**config.mk**
```make
export PLATFORM = sky130hd
export DESIGN_NAME = fp_multifmt_slice
export DESIGN_NICKNAME = d
export VERILOG_FILES = /design/src/source/fpslice_pkg.sv /design/src/source/fp_multifmt_slice.sv /design/src/source/lane_pipe.sv /design/src/source/slice_lane_op.sv /design/src/source/slice_result_pack.sv
export VERILOG_INCLUDE_DIRS = /design/src /design/src/source
export SDC_FILE = /design/constraint.sdc
export NUM_CORES = 1
export LEC_CHECK = 0
export BUFFER_PORTS_ARGS = -buffer_cell sky130_fd_sc_hd__buf_4
export CORE_MARGIN = 3
export CORE_UTILIZATION = 25
export DETAILED_ROUTE_END_ITERATION = 16
export GPL_ROUTABILITY_DRIVEN = 1
export PLACE_DENSITY = 0.41
export SYNTH_ARGS = -nofsm -noshare
export SYNTH_HDL_FRONTEND = slang
export SYNTH_SLANG_ARGS = --single-unit
export TNS_END_PERCENT = 10
```
**constraint.sdc**
```tcl
create_clock -name clk_i -period 5.6 [get_ports clk_i]
set_clock_uncertainty 0.1 [all_clocks]
set_input_delay 1.12 -clock clk_i [delete_from_list [all_inputs] [get_ports clk_i]]
set_output_delay 1.12 -clock clk_i [all_outputs]
set_load 0.1 [all_outputs]
```
**src/source/fpslice_consts.svh**
```systemverilog
`ifndef FPSLICE_CONSTS_SVH
`define FPSLICE_CONSTS_SVH

// ------------------------------------------------------------
// Slice geometry
// ------------------------------------------------------------
`define FPS_WIDTH      32  // Datapath width of the slice
`define FPS_NUM_LANES  2   // SIMD lanes at the narrowest format

// ------------------------------------------------------------
// Format widths and canonical quiet NaNs
// ------------------------------------------------------------
`define FPS_FP32_W     32
`define FPS_FP16_W     16

// Sign clear, exponent all ones, only the quiet bit set
`define FPS_QNAN32     32'h7fc0_0000
`define FPS_QNAN16     16'h7e00

// ------------------------------------------------------------
// Side-band and pipeline
// ------------------------------------------------------------
`define FPS_TAG_W      4   // Tag carried beside each request
`define FPS_PIPE_REGS  2   // Register stages per lane

`endif

```
**src/source/fpslice_pkg.sv**
```systemverilog
`include "fpslice_consts.svh"

package fpslice_pkg;

  // ------------------------------------------------------------
  // Formats and operations
  // ------------------------------------------------------------
  typedef enum logic {
    FMT_FP32 = 1'b0,
    FMT_FP16 = 1'b1
  } fp_fmt_e;

  // Sign injection variants first, then min/max
  typedef enum logic [2:0] {
    OP_SGNJ  = 3'd0,
    OP_SGNJN = 3'd1,
    OP_SGNJX = 3'd2,
    OP_MIN   = 3'd3,
    OP_MAX   = 3'd4
  } op_e;

  // ------------------------------------------------------------
  // Status and transport structs
  // ------------------------------------------------------------
  // IEEE exception flags in RISC-V fflags order
  typedef struct packed {
    logic nv;  // Invalid operation
    logic dz;  // Divide by zero
    logic of;  // Overflow
    logic uf;  // Underflow
    logic nx;  // Inexact
  } status_t;

  // One lane's result as it travels down its pipe
  typedef struct packed {
    logic [`FPS_WIDTH-1:0] word;    // Result in the low bits
    status_t               status;
    logic                  mask;    // SIMD mask bit for status collapse
  } lane_res_t;

  // Travels beside lane 0
  typedef struct packed {
    logic [`FPS_TAG_W-1:0] tag;
    fp_fmt_e               fmt;        // Destination format
    logic                  vectorial;  // Lane 1 holds a valid half
  } slice_meta_t;

endpackage

```
**src/source/fp_multifmt_slice.sv**
```systemverilog
`timescale 1ns/1ps
`include "fpslice_consts.svh"

module fp_multifmt_slice (
  input  logic                      clk_i,
  input  logic                      rst_n_i,
  // Request
  input  logic [`FPS_WIDTH-1:0]     op_a_i,
  input  logic [`FPS_WIDTH-1:0]     op_b_i,
  input  fpslice_pkg::op_e          op_i,
  input  fpslice_pkg::fp_fmt_e      fmt_i,
  input  logic                      vectorial_i,
  input  logic [`FPS_TAG_W-1:0]     tag_i,
  input  logic [`FPS_NUM_LANES-1:0] simd_mask_i,
  input  logic                      in_valid_i,
  output logic                      in_ready_o,
  input  logic                      flush_i,
  // Response
  output logic [`FPS_WIDTH-1:0]     result_o,
  output fpslice_pkg::status_t      status_o,
  output logic [`FPS_TAG_W-1:0]     tag_o,
  output logic                      out_valid_o,
  input  logic                      out_ready_i,
  output logic                      busy_o
);

  logic                      vec_op;  // Only FP16 can be vectorial
  fpslice_pkg::slice_meta_t  meta_d;
  fpslice_pkg::slice_meta_t  meta_q;
  logic                      meta_valid;
  logic                      meta_busy;
  fpslice_pkg::lane_res_t    lane_res_d [`FPS_NUM_LANES];
  fpslice_pkg::lane_res_t    lane_res_q [`FPS_NUM_LANES];
  logic [`FPS_NUM_LANES-1:0] lane_in_valid;
  logic [`FPS_NUM_LANES-1:0] lane_in_ready;
  logic [`FPS_NUM_LANES-1:0] lane_out_valid;
  logic [`FPS_NUM_LANES-1:0] lane_out_ready;
  logic [`FPS_NUM_LANES-1:0] lane_busy;

  // ------------------------------------------------------------
  // Input side
  // ------------------------------------------------------------
  assign vec_op = vectorial_i && (fmt_i == fpslice_pkg::FMT_FP16);

  assign meta_d.tag       = tag_i;
  assign meta_d.fmt       = fmt_i;
  assign meta_d.vectorial = vec_op;

  assign in_ready_o = lane_in_ready[0];  // Lane 0 speaks for the slice

  // ------------------------------------------------------------
  // Lanes
  // ------------------------------------------------------------
  for (genvar lane = 0; lane < `FPS_NUM_LANES; lane++) begin : gen_lanes
    // Upper lanes only take vectorial items that lane 0 accepts
    assign lane_in_valid[lane]  = in_valid_i & ((lane == 0) | (vec_op & lane_in_ready[0]));
    assign lane_out_ready[lane] = out_ready_i & ((lane == 0) | meta_q.vectorial);

    slice_lane_op #(
      .EnableFp32 ( lane == 0 )
    ) i_lane_op (
      .op_a_i   ( op_a_i >> (lane * `FPS_FP16_W) ),
      .op_b_i   ( op_b_i >> (lane * `FPS_FP16_W) ),
      .op_i     ( op_i                           ),
      .fmt_i    ( fmt_i                          ),
      .scalar_i ( ~vec_op                        ),
      .mask_i   ( simd_mask_i[lane]              ),
      .res_o    ( lane_res_d[lane]               )
    );

    lane_pipe #(
      .payload_t ( fpslice_pkg::lane_res_t ),
      .NumRegs   ( `FPS_PIPE_REGS          )
    ) i_lane_pipe (
      .clk_i   ( clk_i                ),
      .rst_n_i ( rst_n_i              ),
      .flush_i ( flush_i              ),
      .data_i  ( lane_res_d[lane]     ),
      .valid_i ( lane_in_valid[lane]  ),
      .ready_o ( lane_in_ready[lane]  ),
      .data_o  ( lane_res_q[lane]     ),
      .valid_o ( lane_out_valid[lane] ),
      .ready_i ( lane_out_ready[lane] ),
      .busy_o  ( lane_busy[lane]      )
    );
  end

  // Tag, format and vectorial flag ride beside lane 0
  lane_pipe #(
    .payload_t ( fpslice_pkg::slice_meta_t ),
    .NumRegs   ( `FPS_PIPE_REGS            )
  ) i_meta_pipe (
    .clk_i   ( clk_i       ),
    .rst_n_i ( rst_n_i     ),
    .flush_i ( flush_i     ),
    .data_i  ( meta_d      ),
    .valid_i ( in_valid_i  ),
    .ready_o (             ),
    .data_o  ( meta_q      ),
    .valid_o ( meta_valid  ),
    .ready_i ( out_ready_i ),
    .busy_o  ( meta_busy   )
  );

  // ------------------------------------------------------------
  // Output side
  // ------------------------------------------------------------
  slice_result_pack i_result_pack (
    .lane0_i  ( lane_res_q[0] ),
    .lane1_i  ( lane_res_q[1] ),
    .meta_i   ( meta_q        ),
    .result_o ( result_o      ),
    .status_o ( status_o      )
  );

  assign tag_o       = meta_q.tag;
  assign out_valid_o = lane_out_valid[0] & meta_valid &
                       (~meta_q.vectorial | lane_out_valid[1]);
  assign busy_o      = (|lane_busy) | meta_busy;

endmodule

```
**src/source/lane_pipe.sv**
```systemverilog
`timescale 1ns/1ps
`include "fpslice_consts.svh"

module lane_pipe #(
  parameter type         payload_t = logic,
  parameter int unsigned NumRegs   = `FPS_PIPE_REGS
) (
  input  logic     clk_i,
  input  logic     rst_n_i,
  input  logic     flush_i,
  input  payload_t data_i,
  input  logic     valid_i,
  output logic     ready_o,
  output payload_t data_o,
  output logic     valid_o,
  input  logic     ready_i,
  output logic     busy_o
);

  // Index i holds the item after i register stages
  payload_t data_q      [0:NumRegs];
  logic     valid_q     [0:NumRegs];
  logic     stage_ready [0:NumRegs];  // Ready travels backwards
  logic     alive_q;                  // Low while in reset and for its cycles

  always_ff @(posedge clk_i) begin
    if (!rst_n_i) begin
      alive_q <= 1'b0;
    end else begin
      alive_q <= 1'b1;
    end
  end

  // Input side, nothing is taken before the pipe is alive
  assign data_q[0]  = data_i;
  assign valid_q[0] = valid_i & alive_q;

  for (genvar i = 0; i < NumRegs; i++) begin : gen_stage
    logic load;

    // Advance if the next stage moves or only holds a bubble
    assign stage_ready[i] = stage_ready[i+1] | ~valid_q[i+1];
    assign load           = stage_ready[i] & valid_q[i];

    always_ff @(posedge clk_i) begin
      if (!rst_n_i) begin
        valid_q[i+1] <= 1'b0;
      end else if (flush_i) begin
        valid_q[i+1] <= 1'b0;  // Drop everything in flight
      end else if (stage_ready[i]) begin
        valid_q[i+1] <= valid_q[i];
      end
    end

    always_ff @(posedge clk_i) begin
      if (load) begin
        data_q[i+1] <= data_q[i];
      end
    end
  end

  // Output side
  assign stage_ready[NumRegs] = ready_i;
  assign ready_o              = stage_ready[0] & alive_q;
  assign data_o               = data_q[NumRegs];
  assign valid_o              = valid_q[NumRegs];

  always_comb begin : busy_reduce
    busy_o = 1'b0;
    for (int i = 1; i <= NumRegs; i++) begin
      busy_o = busy_o | valid_q[i];
    end
  end

endmodule

```
**src/source/slice_lane_op.sv**
```systemverilog
`timescale 1ns/1ps
`include "fpslice_consts.svh"

module slice_lane_op #(
  parameter bit EnableFp32 = 1'b1
) (
  input  logic [`FPS_WIDTH-1:0]  op_a_i,
  input  logic [`FPS_WIDTH-1:0]  op_b_i,
  input  fpslice_pkg::op_e       op_i,
  input  fpslice_pkg::fp_fmt_e   fmt_i,
  input  logic                   scalar_i,
  input  logic                   mask_i,
  output fpslice_pkg::lane_res_t res_o
);

  localparam int unsigned MagW = `FPS_FP32_W - 1;       // Magnitude bits of FP32
  localparam int unsigned PadW = `FPS_WIDTH - `FPS_FP16_W;

  logic                  is_fp32;
  logic                  is_minmax;
  logic [`FPS_WIDTH-1:0] opa;
  logic [`FPS_WIDTH-1:0] opb;
  logic [`FPS_WIDTH-1:0] qnan;
  logic                  sign_a;
  logic                  sign_b;
  logic [MagW-1:0]       mag_a;
  logic [MagW-1:0]       mag_b;
  logic                  nan_a;
  logic                  nan_b;
  logic                  snan_a;
  logic                  snan_b;
  logic                  a_lt_b;
  logic                  inj_sign;
  logic [`FPS_WIDTH-1:0] sgnj_res;
  logic [`FPS_WIDTH-1:0] minmax_res;

  // A lane without FP32 support always works on halves
  assign is_fp32   = EnableFp32 && (fmt_i == fpslice_pkg::FMT_FP32);
  assign is_minmax = (op_i == fpslice_pkg::OP_MIN) || (op_i == fpslice_pkg::OP_MAX);

  // ------------------------------------------------------------
  // Operand preparation and NaN-box check
  // ------------------------------------------------------------
  always_comb begin : prepare_operands
    opa = op_a_i;
    opb = op_b_i;
    if (!is_fp32) begin
      opa = {{PadW{1'b0}}, op_a_i[`FPS_FP16_W-1:0]};
      opb = {{PadW{1'b0}}, op_b_i[`FPS_FP16_W-1:0]};
      // Scalar halves must sit under all ones
      if (scalar_i && !(&op_a_i[`FPS_WIDTH-1:`FPS_FP16_W])) begin
        opa = {{PadW{1'b0}}, `FPS_QNAN16};
      end
      if (scalar_i && !(&op_b_i[`FPS_WIDTH-1:`FPS_FP16_W])) begin
        opb = {{PadW{1'b0}}, `FPS_QNAN16};
      end
    end
  end

  always_comb begin : classify
    if (is_fp32) begin
      sign_a = opa[31];
      sign_b = opb[31];
      mag_a  = opa[30:0];
      mag_b  = opb[30:0];
      nan_a  = (&opa[30:23]) && (|opa[22:0]);
      nan_b  = (&opb[30:23]) && (|opb[22:0]);
      snan_a = nan_a && !opa[22];  // Quiet bit is the MSB of the mantissa
      snan_b = nan_b && !opb[22];
      qnan   = `FPS_QNAN32;
    end else begin
      sign_a = opa[15];
      sign_b = opb[15];
      mag_a  = {{(MagW-15){1'b0}}, opa[14:0]};
      mag_b  = {{(MagW-15){1'b0}}, opb[14:0]};
      nan_a  = (&opa[14:10]) && (|opa[9:0]);
      nan_b  = (&opb[14:10]) && (|opb[9:0]);
      snan_a = nan_a && !opa[9];
      snan_b = nan_b && !opb[9];
      qnan   = {{PadW{1'b0}}, `FPS_QNAN16};
    end
  end

  // Sign-magnitude ordering, so -0 sorts below +0
  always_comb begin : compare
    if (sign_a != sign_b) begin
      a_lt_b = sign_a;
    end else if (sign_a) begin
      a_lt_b = mag_a > mag_b;
    end else begin
      a_lt_b = mag_a < mag_b;
    end
  end

  // ------------------------------------------------------------
  // Result selection
  // ------------------------------------------------------------
  always_comb begin : sign_inject
    case (op_i)
      fpslice_pkg::OP_SGNJN: inj_sign = ~sign_b;
      fpslice_pkg::OP_SGNJX: inj_sign = sign_a ^ sign_b;
      default:               inj_sign = sign_b;
    endcase
    if (is_fp32) begin
      sgnj_res = {inj_sign, mag_a};
    end else begin
      sgnj_res = {{PadW{1'b0}}, inj_sign, mag_a[14:0]};
    end
  end

  always_comb begin : min_max
    if (nan_a && nan_b) begin
      minmax_res = qnan;
    end else if (nan_a) begin
      minmax_res = opb;  // Number wins over NaN
    end else if (nan_b) begin
      minmax_res = opa;
    end else if (op_i == fpslice_pkg::OP_MAX) begin
      minmax_res = a_lt_b ? opb : opa;
    end else begin
      minmax_res = a_lt_b ? opa : opb;
    end
  end

  always_comb begin : drive_result
    res_o           = '0;
    res_o.word      = is_minmax ? minmax_res : sgnj_res;
    res_o.status.nv = is_minmax && (snan_a || snan_b);  // Sign injection never flags
    res_o.mask      = mask_i;
  end

endmodule

```
**src/source/slice_result_pack.sv**
```systemverilog
`timescale 1ns/1ps
`include "fpslice_consts.svh"

module slice_result_pack (
  input  fpslice_pkg::lane_res_t   lane0_i,
  input  fpslice_pkg::lane_res_t   lane1_i,
  input  fpslice_pkg::slice_meta_t meta_i,
  output logic [`FPS_WIDTH-1:0]    result_o,
  output fpslice_pkg::status_t     status_o
);

  localparam int unsigned HalfW = `FPS_FP16_W;

  fpslice_pkg::lane_res_t    lanes [`FPS_NUM_LANES];
  logic [`FPS_NUM_LANES-1:0] lane_active;  // Lanes that carry part of this result
  logic [HalfW-1:0]          lo_half;
  logic [HalfW-1:0]          hi_half;

  assign lanes[0] = lane0_i;
  assign lanes[1] = lane1_i;

  // Lane 1 only takes part in vectorial operations
  assign lane_active = {meta_i.vectorial, 1'b1};

  // ------------------------------------------------------------
  // Result packing by format
  // ------------------------------------------------------------
  assign lo_half = lane0_i.word[HalfW-1:0];

  always_comb begin : upper_half
    if (meta_i.vectorial) begin
      hi_half = lane1_i.word[HalfW-1:0];
    end else begin
      hi_half = '1;  // NaN-box of a scalar half
    end
  end

  always_comb begin : pack_result
    if (meta_i.fmt == fpslice_pkg::FMT_FP32) begin
      result_o = lane0_i.word;
    end else begin
      result_o = {hi_half, lo_half};
    end
  end

  // ------------------------------------------------------------
  // Status collapse
  // ------------------------------------------------------------
  always_comb begin : collapse_status
    fpslice_pkg::status_t acc;
    acc = '0;
    for (int i = 0; i < `FPS_NUM_LANES; i++) begin
      // Masked-off lanes keep their flags to themselves
      if (lane_active[i] && lanes[i].mask) begin
        acc = acc | lanes[i].status;
      end
    end
    status_o = acc;
  end

endmodule

```
==> impl_metrics.csv <==
group,metric,value,unit
routing,vias,6735,
global_route,grt_max_degree,36,
min_path,hold_class,"flop to flop",
global_route,grt_pass1_vias,6696,
timing,worstMarginPinSlew,0.7630,ns
routing,vias_per_cell,5.106,
layout,stdcell_area,9966,µm²
clock_tree,ctsHoldBuffers,0,
global_route,antenna_found_initial,1,
setup_path,crit_required,5.75,ns
clock_tree,clockRootBuffer,"clkbuf_16",
die,dieHeight,182.8,µm
global_route,grt_pass1_wl,42.58,mm
placement,dp_hpwl,21.49,mm
die,io_pins,124,
die,initial_core_util,25.47,%
setup_path,crit_type,"primary input to flop",
clock_tree,cts.sinks,123,
synth,synth_area_per_cell,10.26,µm²
layout,seq_area,3623,µm²
synth,yosysWarnings,0,
timing,slew-limit-headroom,49.13,%
layout,fillers,3237,
global_route,use_met3,2.340,%
synth,async_flop_share,0,%
timing,finalCritPeriodShare,91.74,%
synth,ys.flop_type,"edfxtp_1",
synth,netlist_instances,761,
layout,final_cell_mix,"buf_4, edfxtp_1, nand2_1",
timing,tns,0,ns
setup_path,cp-end-kind,"flop",
routing,drt_iter0_drc,489,
setup_path,critPathArrivalTime,5.28,ns
die,core.rowCount,64,
synth,ys_seq_area_share,46.40,%
layout,final_common_cell,"buf_4",
synth,synth_edf_count,116,
setup_path,crit_fanout,5,
die,dieArea,33400,µm²
global_route,overflow,0,
layout,area_delta_synth_final,27.60,%
global_route,track_usage,16.73,%
layout,layout-drive-gt1-share,26.46,%
timing,period_needed,5.137,ns
power,power.density,271.4,nW/µm²
timing,hold_ws,0.3165,ns
routing,postRouteAntennaNets,0,
power,ir_drop,0.0002037,V
global_route,met2_usage,26.41,%
timing,slew_viol_final,0,
layout,fin_util,32.49,%
clock_tree,cts_tree,"done",
flow_run,cap_violations,0,
outcome,status,"finished, final reports clean",
die,core-area,30670,µm²
routing,drt_wl_total,28.11,mm
synth,synth_cell_types,90,
clock_tree,postCtsSetupRepairBufs,0,
timing,setup_viol,0,
clock_tree,clock_path_buffers,2,
clock_tree,h-tree-depth,4,
timing,rsz0062_at_grt,"false",
placement,io_buffers,119,
setup_path,cp-start-kind,"primary input",
placement,place_area,9383,µm²
synth,ys_seq_elements,123,
layout,final_nets,1030,
die,die_x,182.8,µm
timing,fmax,0.1947,GHz
power,p_leak,3.903,nW
global_route,busiest_layer,"met2",
timing,hold_violations,0,
routing,dr.pass1.iters,5,
clock_tree,clk_latency,0.43,ns
clock_tree,numCtsBuffers,17,
routing,wire_per_inst,21.31,µm
clock_tree,ctsResizeCount,0,
layout,multiInputGateArea,3822,µm²
routing,route.detailed.drc,0,
clock_tree,path_clk_slew,0.06,ns
global_route,grt_use_met1,23.86,%
placement,place_congestion,0.8614,
synth,synth_area,7810,µm²
-- cell type report --
class / instances / area share [%]
Multi-Input combinational cell: 562 / 38.36
Sequential cell: 123 / 36.36
Timing Repair Buffer: 179 / 13.48
Tap cell: 396 / 4.972
Clock buffer: 19 / 4.658
Clock inverter: 13 / 1.168
Inverter: 26 / 0.9793
Antenna cell: 1 / 0.02511
-- report_power, final --
group          total [mW]  internal (mW)  switching, mW
logic               0.552          0.211          0.341
registers            1.04           1.03        0.00744
clock network        1.11          0.625          0.486
-- metal layers --
layer | part of all wire (%) | routed length, µm
met4 | 2.4 | 674
met1 | 48 | 13380
met3 | 3.7 | 1038
met5 | 0.046 | 13
met2 | 46 | 13010
-- final timing paths --
kind	startpoint	to	slack, ns	cells after the start
setup / recovery	op_a_i[27]	gen_lanes[0].i_lane_pipe.data_q[70]	0.46	17
hold / removal	gen_lanes[1].i_lane_pipe.data_q[50]	gen_lanes[1].i_lane_pipe.data_o[12]	0.32	0
setup reg to reg	gen_lanes[0].i_lane_pipe.valid_o	gen_lanes[1].i_lane_pipe.data_q[43]	3.36	6
hold reg to reg	gen_lanes[1].i_lane_pipe.data_q[50]	gen_lanes[1].i_lane_pipe.data_o[12]	0.32	0
-- cell families after synthesis --
logic type	count (synthesis)	synth area share, %
simple gates	280	18.89
compound gates	223	21.23
flops	123	46.40
buf+inv	79	5.175
fa+ha+maj	45	7.081
xor+xnor	7	0.7850
mux	3	0.4005
other cells	1	0.04802
-- state kept, by name (all words and copies together), names as in the netlist --
signal                         cells
gen_lanes.i_lane_pipe.data_o      52
gen_lanes.i_lane_pipe.data_q      52
gen_lanes.i_lane_pipe.valid_o      2
gen_lanes.i_lane_pipe.valid_q      2
i_meta_pipe.alive_q                1
i_meta_pipe.data_o                 6
i_meta_pipe.data_q                 6
i_meta_pipe.valid_o                1
i_meta_pipe.valid_q                1
-- synthesized netlist by cell type (12+ instances only) --
master	count	area (µm²)
o22a_1	15	131.4
nor4_1	12	75.07
ha_1	41	513.0
nand4_1	20	125.1
a22o_1	12	105.1
nand2b_1	12	75.07
nand3_1	19	95.09
inv_1	25	93.84
nor2b_1	26	162.7
clkbuf_1	24	90.09
o21ai_0	26	130.1
a21o_1	15	112.6
edfxtp_1	116	3483
nor2_1	59	221.5
a21oi_1	47	235.2
buf_4	24	180.2
and3_1	15	93.84
nand2_1	71	266.5
-- stage by stage --
stage / total power, mW / setup slack, ns / std cells
after floorplan: 1.385 / 0.3979 / 764
final: 2.705 / 0.4628 / 1319
after global placement: 1.612 / 0.1116 / 1286
after global routing: 2.827 / 0.2355 / 1318
after detailed placement: 1.609 / 0.08926 / 1286
after CTS: 2.730 / 0.5301 / 1318
-- worst max-delay path, cell delays in order --
cell and delay (ns):
buf_4 0.11, nand4_1 0.26, or4_1 0.64, nand2_1 0.21, nand2b_1 0.10, ha_1 0.31
a21o_1 0.18, a21o_1 0.17, a21o_1 0.17, a211oi_1 0.17, o31ai_1 0.14, nand2b_1 0.21
o211ai_1 0.36, nand3_1 0.22, a211oi_2 0.49, o21ai_1 0.14, a221oi_2 0.26
(Power assumes the default switching activity.)
